`src/verilog/decoder_cfg.svh`:
```
`ifndef DECODER_CFG_SVH
`define DECODER_CFG_SVH

// word and field widths
`define DATA_W  16
`define FIELD_W 4
`define PSR_W   5

// primary opcodes, bits 15:12
`define OP_RTYPE 4'b0000
`define OP_ANDI  4'b0001
`define OP_ORI   4'b0010
`define OP_XORI  4'b0011
`define OP_MEM   4'b0100
`define OP_ADDI  4'b0101
`define OP_ADDUI 4'b0110
`define OP_SHIFT 4'b1000
`define OP_SUBI  4'b1001
`define OP_CMPI  4'b1011
`define OP_BCOND 4'b1100
`define OP_MOVI  4'b1101
`define OP_LUI   4'b1111

// sub-opcodes, bits 7:4
`define EXT_CMP   4'b1011
`define EXT_LSH   4'b0100
`define EXT_LOAD  4'b0000
`define EXT_STOR  4'b0100
`define EXT_JCOND 4'b1100

// condition codes in the destination field of jumps and branches
`define COND_EQ  4'b0000
`define COND_NEQ 4'b0001
`define COND_CS  4'b0010
`define COND_CC  4'b0011
`define COND_HI  4'b0100
`define COND_LS  4'b0101
`define COND_GT  4'b0110
`define COND_LEQ 4'b0111
`define COND_FS  4'b1000
`define COND_FC  4'b1001
`define COND_LO  4'b1010
`define COND_HS  4'b1011
`define COND_LT  4'b1100
`define COND_GEQ 4'b1101
`define COND_UC  4'b1110
`define COND_NV  4'b1111

// rewrite targets
`define ADDU_EXT 4'b0110
`define ADDI_OP  4'b0101

// or r0,r0 into r0
`define NOP_WORD 16'b0000_0000_0010_0000

`endif

```
`src/verilog/decoderPkg.sv`:
```
`include "decoder_cfg.svh"

package decoderPkg;

    // register-register view
    // opcode | rdest | ext | rsrc
    typedef struct packed {
        logic [`FIELD_W-1:0] opcode;
        logic [`FIELD_W-1:0] dest;
        logic [`FIELD_W-1:0] ext;
        logic [`FIELD_W-1:0] src;
    } regView_t;

    // immediate view
    // opcode | rdest or cond | imm8 or disp8
    typedef struct packed {
        logic [`FIELD_W-1:0]            opcode;
        logic [`FIELD_W-1:0]            destCond;
        logic [`DATA_W-2*`FIELD_W-1:0] imm;
    } immView_t;

    // same 16 bits decoded either way
    typedef union packed {
        regView_t r;
        immView_t i;
    } instrWord_t;

    // instruction class after opcode decode
    typedef enum logic [3:0] {
        // reg-reg alu op
        rType,
        // cmp writes psr only
        compare,
        // lsh
        shiftReg,
        // lshi
        shiftImm,
        // addi, addui, subi
        arithImm,
        // cmpi
        compareImm,
        // andi, ori, xori, movi
        logicImm,
        // lui
        upperImm,
        load,
        store,
        // jcond through a register
        jump,
        // bcond with pc relative displacement
        branch,
        // empty word or unused encoding
        nop
    } opClass_t;

    // how the immediate is widened for the alu
    typedef enum logic [1:0] {
        // taken as is
        immRaw  = 2'd0,
        // sign extended
        immSign = 2'd1,
        // zero extended
        immZero = 2'd2,
        // no immediate so the alu adds zero
        immNone = 2'd3
    } immType_t;

    // bit positions in the psr
    localparam int negFlag   = 4;
    localparam int zeroFlag  = 3;
    localparam int flagSet   = 2;
    localparam int lowFlag   = 1;
    localparam int carryFlag = 0;

endpackage

```
`src/verilog/conditionEval.sv`:
```
`timescale 1ns/1ns
`include "decoder_cfg.svh"

module conditionEval
    import decoderPkg::*;
(
    input  logic [`FIELD_W-1:0] cond,
    input  logic [`PSR_W-1:0]   psr,
    output logic                condMet
);

    // flag aliases
    logic n;
    logic z;
    logic f;
    logic l;
    logic c;

    assign n = psr[negFlag];
    assign z = psr[zeroFlag];
    assign f = psr[flagSet];
    assign l = psr[lowFlag];
    assign c = psr[carryFlag];

    // one table for both jcond and bcond
    always_comb begin
        case (cond)
            // zero flag
            `COND_EQ:  condMet = z;
            `COND_NEQ: condMet = ~z;

            // signed compare where N set means greater
            `COND_GT:  condMet = n;
            // greater or equal taken as N or Z for both jumps and branches
            `COND_GEQ: condMet = n | z;
            `COND_LT:  condMet = ~n & ~z;
            `COND_LEQ: condMet = ~n;

            // carry
            `COND_CS:  condMet = c;
            `COND_CC:  condMet = ~c;

            // unsigned compare where L set means higher
            `COND_HI:  condMet = l;
            `COND_HS:  condMet = l | z;
            `COND_LS:  condMet = ~l;
            `COND_LO:  condMet = ~l & ~z;

            // user flag
            `COND_FS:  condMet = f;
            `COND_FC:  condMet = ~f;

            // always
            `COND_UC:  condMet = 1'b1;

            // never and anything unknown
            `COND_NV:  condMet = 1'b0;
            default:   condMet = 1'b0;
        endcase
    end

endmodule

```
`src/verilog/instructionRewrite.sv`:
```
`timescale 1ns/1ns
`include "decoder_cfg.svh"

module instructionRewrite
    import decoderPkg::*;
(
    input  instrWord_t instruction,
    input  opClass_t   opClass,
    input  logic       condMet,
    output instrWord_t rewritten
);

    always_comb begin
        // most classes go to execute unchanged
        rewritten = instruction;

        case (opClass)
            load: begin
                // addu rdest, rsrc
                // alu adds zero to the address register
                rewritten.r.opcode = `OP_RTYPE;
                rewritten.r.dest   = instruction.r.dest;
                rewritten.r.ext    = `ADDU_EXT;
                rewritten.r.src    = instruction.r.src;
            end

            store: begin
                // address register moves to src
                // data register moves to dest
                rewritten.r.opcode = `OP_RTYPE;
                rewritten.r.dest   = instruction.r.src;
                rewritten.r.ext    = `ADDU_EXT;
                rewritten.r.src    = instruction.r.dest;
            end

            jump: begin
                if (condMet) begin
                    // addu r0, rtarget
                    // pc gets the target register
                    rewritten.r.opcode = `OP_RTYPE;
                    rewritten.r.dest   = '0;
                    rewritten.r.ext    = `ADDU_EXT;
                    rewritten.r.src    = instruction.r.src;
                end else begin
                    rewritten = `NOP_WORD;
                end
            end

            branch: begin
                if (condMet) begin
                    // addi r0, disp
                    // pc comes in on the other operand
                    rewritten.i.opcode   = `ADDI_OP;
                    rewritten.i.destCond = '0;
                    rewritten.i.imm      = instruction.i.imm;
                end else begin
                    rewritten = `NOP_WORD;
                end
            end

            nop: begin
                // empty word or unused mem sub-op
                rewritten = `NOP_WORD;
            end

            default: begin
                // alu classes pass straight through
                rewritten = instruction;
            end
        endcase
    end

endmodule

```
`src/verilog/decodeControl.sv`:
```
`timescale 1ns/1ns
`include "decoder_cfg.svh"

module decodeControl
    import decoderPkg::*;
(
    input  logic                clk,
    input  logic                reset,
    input  instrWord_t          instruction,
    input  logic                condMet,
    input  instrWord_t          rewritten,
    output opClass_t            opClass,
    output logic                ramWriteEnable,
    output logic                regWriteEnable,
    output logic                pcWrite,
    output logic                operandFromPc,
    output logic                immSelect,
    output immType_t            immType,
    output logic                writeBackFromAlu,
    output logic [`FIELD_W-1:0] regWriteAddress,
    output instrWord_t          instructionOut
);

    // next values ahead of the pipeline register
    logic                nextRamWrite;
    logic                nextRegWrite;
    logic                nextPcWrite;
    logic                nextFromPc;
    logic                nextImmSelect;
    immType_t            nextImmType;
    logic                nextFromAlu;
    logic [`FIELD_W-1:0] nextWriteAddress;

    // opcode class
    always_comb begin
        if (instruction == '0) begin
            // all-zero word
            opClass = nop;
        end else begin
            case (instruction.r.opcode)
                `OP_RTYPE: begin
                    if (instruction.r.ext == `EXT_CMP)
                        opClass = compare;
                    else
                        opClass = rType;
                end
                `OP_SHIFT: begin
                    // lsh by register, otherwise lshi
                    if (instruction.r.ext == `EXT_LSH)
                        opClass = shiftReg;
                    else
                        opClass = shiftImm;
                end
                `OP_ADDI, `OP_ADDUI, `OP_SUBI: opClass = arithImm;
                `OP_CMPI:                      opClass = compareImm;
                `OP_ANDI, `OP_ORI, `OP_XORI, `OP_MOVI: begin
                    opClass = logicImm;
                end
                `OP_LUI: opClass = upperImm;
                `OP_MEM: begin
                    // sub-op picks load, store or jump
                    case (instruction.r.ext)
                        `EXT_LOAD:  opClass = load;
                        `EXT_STOR:  opClass = store;
                        `EXT_JCOND: opClass = jump;
                        default:    opClass = nop;
                    endcase
                end
                `OP_BCOND: opClass = branch;
                default:   opClass = nop;
            endcase
        end
    end

    // control lines per class
    always_comb begin
        nextRamWrite  = 1'b0;
        nextRegWrite  = 1'b0;
        nextPcWrite   = 1'b0;
        nextFromPc    = 1'b0;
        nextImmSelect = 1'b0;
        nextImmType   = immRaw;
        nextFromAlu   = 1'b1;

        case (opClass)
            rType, shiftReg: begin
                nextRegWrite = 1'b1;
            end
            shiftImm, upperImm: begin
                // shift amount or upper byte used raw
                nextRegWrite  = 1'b1;
                nextImmSelect = 1'b1;
                nextImmType   = immRaw;
            end
            arithImm: begin
                nextRegWrite  = 1'b1;
                nextImmSelect = 1'b1;
                nextImmType   = immSign;
            end
            compareImm: begin
                // psr update only
                nextImmSelect = 1'b1;
                nextImmType   = immSign;
            end
            logicImm: begin
                nextRegWrite  = 1'b1;
                nextImmSelect = 1'b1;
                nextImmType   = immZero;
            end
            load: begin
                // result comes back from ram, not the alu
                nextRegWrite  = 1'b1;
                nextImmSelect = 1'b1;
                nextImmType   = immNone;
                nextFromAlu   = 1'b0;
            end
            store: begin
                nextRamWrite = 1'b1;
            end
            jump: begin
                if (condMet) begin
                    nextPcWrite   = 1'b1;
                    nextImmSelect = 1'b1;
                    nextImmType   = immNone;
                end
            end
            branch: begin
                if (condMet) begin
                    // pc plus sign extended displacement
                    nextPcWrite   = 1'b1;
                    nextFromPc    = 1'b1;
                    nextImmSelect = 1'b1;
                    nextImmType   = immSign;
                end
            end
            // compare and nop keep the defaults
            default: begin
                nextRegWrite = 1'b0;
            end
        endcase
    end

    // write address only meaningful with a write
    assign nextWriteAddress = nextRegWrite ? instruction.r.dest : '0;

    // decode stage pipeline register
    always_ff @(posedge clk) begin
        if (reset) begin
            ramWriteEnable   <= 1'b0;
            regWriteEnable   <= 1'b0;
            pcWrite          <= 1'b0;
            operandFromPc    <= 1'b0;
            immSelect        <= 1'b0;
            immType          <= immRaw;
            writeBackFromAlu <= 1'b1;
            regWriteAddress  <= '0;
            instructionOut   <= `NOP_WORD;
        end else begin
            ramWriteEnable   <= nextRamWrite;
            regWriteEnable   <= nextRegWrite;
            pcWrite          <= nextPcWrite;
            operandFromPc    <= nextFromPc;
            immSelect        <= nextImmSelect;
            immType          <= nextImmType;
            writeBackFromAlu <= nextFromAlu;
            regWriteAddress  <= nextWriteAddress;
            instructionOut   <= rewritten;
        end
    end

endmodule

```
`src/verilog/decoderTop.sv`:
```
`timescale 1ns/1ns
`include "decoder_cfg.svh"

module decoderTop
    import decoderPkg::*;
(
    input  logic                clk,
    input  logic                reset,
    input  instrWord_t          instruction,
    input  logic [`PSR_W-1:0]   psr,
    output logic                ramWriteEnable,
    output logic                regWriteEnable,
    output logic                pcWrite,
    output logic                operandFromPc,
    output logic                immSelect,
    output immType_t            immType,
    output logic                writeBackFromAlu,
    output logic [`FIELD_W-1:0] regWriteAddress,
    output instrWord_t          instructionOut
);

    // class from the control block
    opClass_t   opClass;
    // shared condition result for jumps and branches
    logic       condMet;
    // word handed to execute before the register
    instrWord_t rewritten;

    // condition sits where the destination register would be
    conditionEval i_conditionEval (
        .cond    (instruction.i.destCond),
        .psr     (psr),
        .condMet (condMet)
    );

    // load, store, jump and branch turned into alu ops
    instructionRewrite i_instructionRewrite (
        .instruction (instruction),
        .opClass     (opClass),
        .condMet     (condMet),
        .rewritten   (rewritten)
    );

    // classify, form controls, register everything
    decodeControl i_decodeControl (
        .clk              (clk),
        .reset            (reset),
        .instruction      (instruction),
        .condMet          (condMet),
        .rewritten        (rewritten),
        .opClass          (opClass),
        .ramWriteEnable   (ramWriteEnable),
        .regWriteEnable   (regWriteEnable),
        .pcWrite          (pcWrite),
        .operandFromPc    (operandFromPc),
        .immSelect        (immSelect),
        .immType          (immType),
        .writeBackFromAlu (writeBackFromAlu),
        .regWriteAddress  (regWriteAddress),
        .instructionOut   (instructionOut)
    );

endmodule

```
`config.mk`:
```
export PLATFORM = sky130hd
export DESIGN_NAME = decoderTop
export DESIGN_NICKNAME = d
export VERILOG_FILES = /design/src/verilog/decoderPkg.sv /design/src/verilog/conditionEval.sv /design/src/verilog/instructionRewrite.sv /design/src/verilog/decodeControl.sv /design/src/verilog/decoderTop.sv
export VERILOG_INCLUDE_DIRS = /design/src /design/src/verilog
export SDC_FILE = /design/constraint.sdc
export NUM_CORES = 1
export LEC_CHECK = 0
export BUFFER_PORTS_ARGS = -buffer_cell sky130_fd_sc_hd__buf_2
export CAP_MARGIN = 10
export CORE_MARGIN = 2
export CORE_UTILIZATION = 43
export CTS_BUF_LIST = sky130_fd_sc_hd__clkbuf_8 sky130_fd_sc_hd__clkbuf_16
export DETAILED_ROUTE_END_ITERATION = 10
export PLACE_DENSITY = 0.84
export SLEW_MARGIN = 30
export SYNTH_ARGS = -nofsm -noshare
export SYNTH_HDL_FRONTEND = slang
export SYNTH_SLANG_ARGS = --single-unit
```
`constraint.sdc`:
```
create_clock -name clk -period 1.9 [get_ports clk]
set_input_delay 0.095 -clock clk [delete_from_list [all_inputs] [get_ports clk]]
set_output_delay 0.095 -clock clk [all_outputs]
set_load 0.01 [all_outputs]
```
==> results of run 1 <==
## cell usage in the layout (no fill, tap or decap), drive strengths merged, types with 2 or more instances in the layout
master	count
nand2b	3
or4b	2
nor4bb	2
nor4	4
a21oi	15
nor3b	2
mux2i	3
a31oi	2
nand2	15
and2	2
nor3	7
a22oi	2
inv	8
nand3	5
a311oi	2
dfxtp	28
a211oi	4
buf	71
o311ai	2
or3	4
nor2	9
clkbuf	4
or4	6
o21ai	7
nor2b	5
## final cells by class
class                           instances  area [um^2]
Timing Repair Buffer                   71          408
Fill cell                             276         1220
Multi-Input combinational cell        118          726
Sequential cell                        28          561
Tap cell                               44         55.1
Clock buffer                            4         55.1
Inverter                                8         30.0
## cells by family after synthesis
| family | after synthesis |
|---|---|
| XOR/XNOR | 1 |
| multiplexers | 3 |
| buffers and inverters | 20 |
| AND/OR/NAND/NOR | 71 |
| flip-flops | 28 |
| AO/OA/AOI/OAI | 43 |
## critical path, cell delays in order
cell    delay (ns)
buf_2         0.10
or3_1         0.37
or4_1         0.48
and4_4        0.17
or4_1         0.49
o21a_1        0.17
## power by group
part | switching, mW | leakage [nW] | internal [mW] | total, mW
registers | 0.00655 | 0.231 | 0.620 | 0.626
clock network | 0.166 | 0.0288 | 0.185 | 0.351
logic | 0.148 | 0.580 | 0.121 | 0.269
## Yosys cell counts (2+ instances only)
cell type and instances:
o21ai_1 3, buf_6 2, nand3_1 5, a31oi_1 2
a211oi_1 4, a22oi_1 2, nor4_1 3, nor2_1 9
nor2b_1 5, o21ai_0 4, inv_1 8, clkbuf_1 10
mux2i_1 3, nor3_1 7, a21oi_1 15, or3_1 4
or4_1 6, nand2_1 15, and2_1 2, nand2b_1 3
nor4bb_1 2, dfxtp_1 28, nor3b_1 2, o311ai_0 2
a311oi_1 2
## registers in the layout (all words and copies together), names as in the netlist
register	cells
i_decodeControl.immSelect	1
i_decodeControl.immType	2
i_decodeControl.instructionOut	16
i_decodeControl.operandFromPc	1
i_decodeControl.pcWrite	1
i_decodeControl.ramWriteEnable	1
i_decodeControl.regWriteAddress	4
i_decodeControl.regWriteEnable	1
i_decodeControl.writeBackFromAlu	1
## worst min path at each step
stage | to | slack (ns) | cells after the start
floorplan | i_decodeControl.instructionOut[4] | 0.20 | 2
global placement | i_decodeControl.instructionOut[11] | 0.37 | 3
detailed placement | i_decodeControl.instructionOut[10] | 0.37 | 3
CTS | i_decodeControl.instructionOut[10] | 0.08 | 3
global route | i_decodeControl.instructionOut[8] | 0.08 | 3
finish | i_decodeControl.instructionOut[8] | 0.09 | 3
## per-stage QoR
| stage | hold slack (ns) | cell area, um^2 |
|---|---|---|
| finish | 0.0870 | 1830 |
| global route | 0.0839 | 1830 |
| CTS | 0.0802 | 1830 |
| detailed placement | 0.369 | 1780 |
| global placement | 0.368 | 1780 |
| floorplan | 0.198 | 1380 |
## routing by layer
layer  vias up  global-route usage [%]  part of all wire, %  routed length (um)
met5         -                       0                    0                   0
met4         0                    8.07                  1.9                  63
met3         7                    2.35                  7.7                 254
met2        70                    28.1                   47                1530
met1       680                    24.1                   44                1430
li1        729                       -                    -                   -
==> impl_metrics.json, run 1 <==
{
  "status": "complete, no violations",
  "hold_buffers": 0,
  "fmax_ghz": 0.581,
  "first_iter_violations": 56,
  "start_util_pct": 45.1,
  "nets": 253,
  "yosys.area_share.adder_pct": 0,
  "synth_xor_area_share_pct": 0.636,
  "drc_errors": 0,
  "period_minus_slack_ns": 1.72,
  "drive_above_1_share_pct": 34.9,
  "clk_pin_slew_ns": 0.09,
  "max-clock-path-buffers": 2,
  "finalSetupViolCount": 0,
  "synth.mux.area_fraction_pct": 2.18,
  "seq_area_frac_synth_pct": 40.7,
  "syn_nets": 189,
  "synthToLayoutAreaGrowth_pct": 33.3,
  "hpwl_um": 2510,
  "vias_per_cell": 5.44,
  "cp-end-kind": "flip-flop",
  "grt_pass1_wl_um": 4970,
  "endpoint": "i_decodeControl.instructionOut[5]",
  "place_ws_ns": -0.109,
  "synth-simple-area-share_pct": 29.7,
  "overflow": 0,
  "die_w_um": 60.6,
  "ios": 51,
  "post-cts-setup-buffers": 0,
  "stdcell_count": 273,
  "required_ns": 2.07,
  "synth_top_area_cell": "dfxtp_1",
  "core_mm2": 0.00305,
  "leakage_nw": 0.839,
  "ys.warnings.count": 0,
  "ys_top_cells_by_area": "dfxtp_1 41%, a21oi_1 5.5%, nand2_1 4.1%",
  "antenna_cells": 0,
  "cts.sinks": 28,
  "fin_crit_sh_pct": 90.5,
  "max_slew.worst_pin.slew_ns": 0.710,
  "cts_tree": "done",
  "final_hold_viol_count": 0,
  "finalSetupTns_ns": 0,
  "grt_max_degree": 22,
  "dp_cells": 269,
  "yosys_most_used_dff": "dfxtp_1",
  "vias": 1486,
  "avgSynthCellArea_um2": 8.29,
  "cp-startpoint": "instruction[12]",
  "rsz0062_at_grt": "no",
  "cts.htree.levels": 1,
  "critical_path_peak_fanout": 3,
  "wl_per_cell_um": 12.0,
  "holdCritStartpoint": "instruction[0]",
  "asyncSetResetFlopFracSynth_pct": 0,
  "die_h_um": 60.6,
  "synth_top_family_by_area": "simple AND/OR/NAND/NOR gates",
  "power_density_mw_per_mm2": 679,
  "worstSetupPathType": "input port to flip-flop",
  "grt_pass1_vias": 1147,
  "first_pass_iters": 4,
  "syn_inst": 166,
  "grtUsageTotal_pct": 17.7,
  "wirelength_um": 3290,
  "ys_types": 43,
  "die-area_mm2": 0.00367,
  "worst_slack_ns": 0.180,
  "start_kind": "input port",
  "synth_enable_flop_cells": 0,
  "syn-cell-area_mm2": 0.00138,
  "hold_class": "input port to flip-flop",
  "max-vdd-ir-drop_v": 0.000284,
  "clockRootBuffer": "clkbuf_8",
  "synth-compound-area-share_pct": 20.2,
  "maxCapViolCount": 0,
  "synth_seq_cells": 28,
  "power_mw": 1.25,
  "antenna_found_initial": 0,
  "cp.arrival_ns": 1.89,
  "slew_headroom_pct": 52.2,
  "drtAntennaViolNets": 0,
  "netlist.area_leader.share_pct": 40.7,
  "maxSlewViolCount": 0,
  "portBuffers": 50,
  "rows": 20,
  "ctsResizeCount": 0,
  "place.gp.congestion": 0.876,
  "final_core_util_pct": 60.1,
  "numCtsBuffers": 3
}
Note: power is estimated with default switching activity, not from simulation.
==> inputs of run 2 (changes only) <==
Settings changed: CORE_UTILIZATION 43 to 45, PLACE_DENSITY 0.84 to 0.85, SYNTH_HIERARCHICAL set to 1.
==> run 2 against run 1 <==
Effect of this change:
- clock-buffer cell count unchanged
- critical path depth up 5
- utilization up 12 points
- the flow now finishes with violations (negative setup slack)
- highest routed layer unchanged
- die area up 11%
- clock power about the same
- critical path type unchanged
- sequential power up 1%
- area after synthesis up 17%
==> impl_metrics.json, run 2 <==
{
  "status": "complete, but fails checks",
  "violations": "negative setup slack",
  "cts.sinks": 28,
  "netlist.area_leader.share_pct": 34.8,
  "final_cell_mix": "52 x buf_4, 50 x buf_2, 28 x dfxtp_1",
  "synth_top_area_cell": "dfxtp_1",
  "finalSetupTns_ns": -0.00823,
  "ys_types": 54,
  "largestRegisters": "i_decodeControl/instructionOut: 16 flops, i_decodeControl/regWriteAddress: 4 flops, i_decodeControl/immType: 2 flops",
  "grt_pass1_vias": 1672,
  "hold_buffers": 0,
  "leakage_nw": 1.17,
  "grtUsageTotal_pct": 22.1,
  "slew_headroom_pct": 66.1,
  "maxCapViolCount": 0,
  "worstSetupPathType": "input port to flip-flop",
  "place.gp.congestion": 0.982,
  "grt_pass1_wl_um": 7320,
  "clk_pin_slew_ns": 0.09,
  "nets": 313,
  "drtAntennaViolNets": 0,
  "largest_reg_flops": 16,
  "final_hold_viol_count": 0,
  "syn_nets": 213,
  "wirelength_um": 4910,
  "overflow": 0,
  "critical_path_peak_fanout": 5,
  "maxSlewViolCount": 0,
  "regMostFlops": "i_decodeControl/instructionOut",
  "syn-cell-area_mm2": 0.00161,
  "synthToLayoutAreaGrowth_pct": 51.4,
  "start_kind": "input port",
  "portBuffers": 50,
  "max_slew.worst_pin.slew_ns": 0.504,
  "asyncSetResetFlopFracSynth_pct": 0,
  "die_h_um": 63.9,
  "max-clock-path-buffers": 2,
  "dpl_cell_area_mm2": 0.00224,
  "rows": 21,
  "drive_above_1_share_pct": 46.0,
  "p_sw_share_pct": 28.4,
  "hpwl_um": 3370,
  "ys.warnings.count": 6,
  "grt_use_met2_pct": 36.5,
  "max-vdd-ir-drop_v": 0.000261,
  "syn_inst": 190,
  "period_minus_slack_ns": 1.91,
  "core_mm2": 0.00339,
  "final_common_cell": "buf_4",
  "stdcell_count": 335,
  "switchingPower_uw": 410,
  "yosysMostFrequentCell": "dfxtp_1",
  "met3_usage_pct": 3.17,
  "vias_per_cell": 5.75,
  "power_frac_seq_pct": 43.8,
  "ios": 51,
  "antenna_cells": 0,
  "clockRootBuffer": "clkbuf_8",
  "whs_ns": 0.227,
  "grt_max_degree": 22,
  "ys_top_cells_by_area": "dfxtp_1 35%, nor2b_1 8.5%, a21oi_1 3.4%",
  "fin_area_mm2": 0.00244,
  "first_iter_violations": 139,
  "synth_seq_cells": 28,
  "cts_tree": "done",
  "die-area_mm2": 0.00408,
  "required_ns": 2.04,
  "synth_common_cells": "28 x dfxtp_1, 22 x nor2b_1, 11 x a21oi_1",
  "synth_enable_flop_cells": 0,
  "wl_per_cell_um": 14.6,
  "vias": 1927,
  "hold_class": "input port to flip-flop",
  "die_w_um": 63.9,
  "cts.htree.levels": 1,
  "cp.arrival_ns": 2.05,
  "finalSetupViolCount": 1,
  "yosys_most_used_dff": "dfxtp_1",
  "power_density_mw_per_mm2": 591,
  "fmax_ghz": 0.524,
  "first_pass_iters": 5,
  "p_clk_share_pct": 24.2,
  "use_met1_pct": 28.8,
  "fin_crit_sh_pct": 100,
  "busiest_layer": "met2",
  "start_util_pct": 47.6,
  "worst_slack_ns": -0.00823,
  "avgSynthCellArea_um2": 8.49,
  "cp-end-kind": "flip-flop",
  "seq_area_frac_synth_pct": 34.8,
  "dp_cells": 325,
  "fillers": 237,
  "numCtsBuffers": 3,
  "antenna_found_initial": 0,
  "internal_power_mw": 1.03,
  "drc_errors": 0,
  "power_frac_comb_pct": 31.9
}
## run 2: changes by cell type in the layout (fill, tap and decap cells not counted), moves of 5 or more
cell     change
a21oi_1      -5
buf_4       +31
nand2_1      -6
nor2_1       -5
nor2b_1     +17
or4_1        -5
## run 2: cells by family (layout without fill, tap and decap cells)
logic type	after synthesis	in the layout	share of synthesized area, %
xor+xnor	2	2	1.09
simple gates	85	85	33.5
compound gates	52	52	22.7
flops	28	28	34.8
mux	2	2	1.55
buf+inv	21	120	6.44
## run 2: layout make-up
type	instances	area [um^2]	area share, %
flip-flops and latches	28	561	23.0
multi-input cells	141	1040	42.8
repair buffers	106	686	28.1
inverters	10	37.5	1.54
clock buffers	4	55.1	2.26
well taps	46	57.6	2.36
## run 2: worst max-delay path: stages
cell and delay [ns]:
buf_2 0.12, nor4_4 0.26, buf_4 0.15, nand4_1 0.09
o21a_1 0.20, o21ai_2 0.26, buf_6 0.16, or3b_4 0.43
nand2_2 0.09, o21ai_1 0.06, nor2b_1 0.14
## run 2: path summary, 6_finish.rpt
check	from	end	depth (start not counted)	slack [ns]
max	instruction[9]	i_decodeControl/instructionOut[0]	11	-0.008
min	instruction[9]	i_decodeControl/regWriteAddress[1]	4	0.23
## run 2: power by group through the flow
stage | combinational, mW | clock (mW) | sequential, mW
final | 0.460 | 0.349 | 0.632
after CTS | 0.405 | 0.356 | 0.633
after floorplan | 0.185 | 0 | 0.667
after detailed placement | 0.398 | 0 | 0.647
after global placement | 0.387 | 0 | 0.645
after global routing | 0.489 | 0.387 | 0.636
## run 2: per-layer routing
| layer | part of all wire, % | up-vias | wire length [um] |
|---|---|---|---|
| met4 | 3.5 | 0 | 170 |
| li1 | - | 892 | - |
| met2 | 46 | 137 | 2270 |
| met3 | 11 | 29 | 523 |
| met5 | 0 | - | 0 |
| met1 | 40 | 869 | 1950 |
## run 2: repair_timing
action	CTS	global route
setup buffers	0	7
pin swaps	0	3
endpoints found under the hold margin	0	0
resized for setup	3	20
endpoints found under the setup margin	9	12
gates cloned	0	0
## run 2: through the flow
stage	utilization, %	worst slack, ns	power, mW
4_1_cts	68.0	0.00141	1.39
5_1_grt	72.0	-0.0431	1.51
3_3_place_gp	65.8	-0.454	1.03
2_1_floorplan	-	0.0309	0.852
3_5_place_dp	66.0	-0.350	1.04
6_report	72.0	-0.00823	1.44
==> inputs of run 3 (changes only) <==
Settings changed: CORE_UTILIZATION 45 to 54, PLACE_DENSITY 0.85 to 0.94.
Clock period 1.9 ns to 2.3 ns, I/O delays scaled along.
==> run 3 against run 2 <==
Effect of this change:
- the flow finishes with violations (design-rule violations)
- utilization rose by 2.0 points
- wire length fell by 26%
- sequential share of layout area rose by 4.0 points
- via count fell by 16%
- design area fell by 15%
- clock power fell by 18%
- critical path depth fell by 1
- sequential cell count did not move
- setup slack improved by 0.23 ns
- clock-buffer cell count did not move
- combinational power fell by 36%
- die area fell by 16%
- critical endpoint is now i_decodeControl/instructionOut[3]
- largest cell class unchanged
- largest power group unchanged
==> impl_metrics.json, run 3 (synthesis gave the netlist of run 2 again) <==
{
  "slew_headroom_pct": 50.9,
  "fin_crit_sh_pct": 90.2,
  "hold_class": "input port to flip-flop",
  "cts.htree.levels": 1,
  "stdcell_count": 288,
  "cp.arrival_ns": 2.23,
  "max-vdd-ir-drop_v": 0.000255,
  "nets": 281,
  "post-cts-setup-buffers": 0,
  "regMostFlops": "i_decodeControl/instructionOut",
  "rsz0062_at_grt": "no",
  "whs_ns": 0.224,
  "hpwl_um": 2890,
  "violations": "design-rule violations",
  "fmax_ghz": 0.482,
  "status": "complete, but fails checks",
  "grt_max_degree": 22,
  "die_h_um": 58.7,
  "clockRootBuffer": "clkbuf_8",
  "first_iter_violations": 81,
  "required_ns": 2.45,
  "hold_buffers": 0,
  "start_util_pct": 57.5,
  "final_common_cell": "buf_2",
  "cts_tree": "done",
  "period_minus_slack_ns": 2.08,
  "whs_path_depth": 2,
  "fillers": 203,
  "ios": 51,
  "critical_path_peak_fanout": 12,
  "largest_reg_flops": 16,
  "largestRegisters": "i_decodeControl/instructionOut: 16 flops, i_decodeControl/regWriteAddress: 4 flops, i_decodeControl/immType: 2 flops",
  "final_core_util_pct": 74.0,
  "antenna_cells": 0,
  "cp-end-kind": "flip-flop",
  "finalSetupViolCount": 0,
  "vias": 1613,
  "worstSetupPathType": "input port to flip-flop",
  "cts.sinks": 28,
  "grtUsageTotal_pct": 21.7,
  "final_cell_mix": "50 x buf_2, 28 x dfxtp_1, 24 x buf_4",
  "power_density_mw_per_mm2": 530,
  "max_slew.worst_pin.slew_ns": 0.725,
  "rows": 19,
  "finalSetupTns_ns": 0,
  "max-clock-path-buffers": 2,
  "final_hold_viol_count": 0,
  "place.gp.congestion": 0.996,
  "synthToLayoutAreaGrowth_pct": 28.8,
  "grt_pass1_wl_um": 5830,
  "portBuffers": 50,
  "maxCapViolCount": 0,
  "power_mw": 1.10,
  "wl_per_cell_um": 12.6,
  "numCtsBuffers": 3,
  "first_pass_iters": 7,
  "leakage_nw": 0.985,
  "die_w_um": 58.7,
  "start_kind": "input port",
  "drc_errors": 5,
  "antenna_found_initial": 0,
  "dp_cells": 284,
  "core_mm2": 0.00281,
  "drive_above_1_share_pct": 34.2,
  "grt_pass1_vias": 1324,
  "die-area_mm2": 0.00344,
  "vias_per_cell": 5.60,
  "ctsResizeCount": 0,
  "overflow": 0,
  "wirelength_um": 3630,
  "clk_pin_slew_ns": 0.08,
  "maxSlewViolCount": 0,
  "drtAntennaViolNets": 0
}
==> run 3: layout make-up <==
| type | count | area, um^2 | area share [%] |
|---|---|---|---|
| clock buffer | 4 | 55.1 | 2.65 |
| inverter | 10 | 37.5 | 1.81 |
| multi-input combinational | 141 | 955 | 46.0 |
| sequential | 28 | 561 | 27.0 |
| tap | 31 | 38.8 | 1.87 |
| timing repair buffer | 74 | 430 | 20.7 |
==> run 3: worst paths after layout <==
| kind | from | end | slack, ns |
|---|---|---|---|
| max | instruction[13] | i_decodeControl/instructionOut[3] | 0.22 |
| min | reset | i_decodeControl/instructionOut[13] | 0.22 |
==> run 3: per-layer routing <==
layer | vias up | global-route usage, % | wire length [um]
met2 | 76 | 35.8 | 1650
met4 | 0 | 7.79 | 67
met1 | 704 | 29.9 | 1580
li1 | 825 | - | -
met5 | - | 0 | 0
met3 | 8 | 1.54 | 335
==> run 3: critical path, stage by stage <==
cell,delay (ns)
buf_2,0.17
nor3_1,0.38
nand4_1,0.15
o21a_1,0.19
o21ai_0,0.30
buf_4,0.21
or3b_4,0.41
nand2_1,0.09
o21ai_0,0.07
nor2b_1,0.14
==> run 3: stage by stage <==
| stage | instance area, um^2 | setup slack (ns) |
|---|---|---|
| after floorplan | 1610 | 0.259 |
| after global placement | 2020 | -0.0849 |
| after detailed placement | 2020 | -0.0632 |
| after CTS | 2080 | 0.249 |
| after global routing | 2080 | 0.0574 |
| final | 2080 | 0.225 |
==> run 3: where the power goes <==
| part | switching (mW) | internal (mW) | leakage [nW] | total [mW] |
|---|---|---|---|---|
| clock network | 0.134 | 0.153 | 0.0288 | 0.287 |
| logic | 0.155 | 0.138 | 0.725 | 0.293 |
| registers | 0.00576 | 0.515 | 0.232 | 0.521 |
| total | 0.295 | 0.806 | 0.985 | 1.10 |
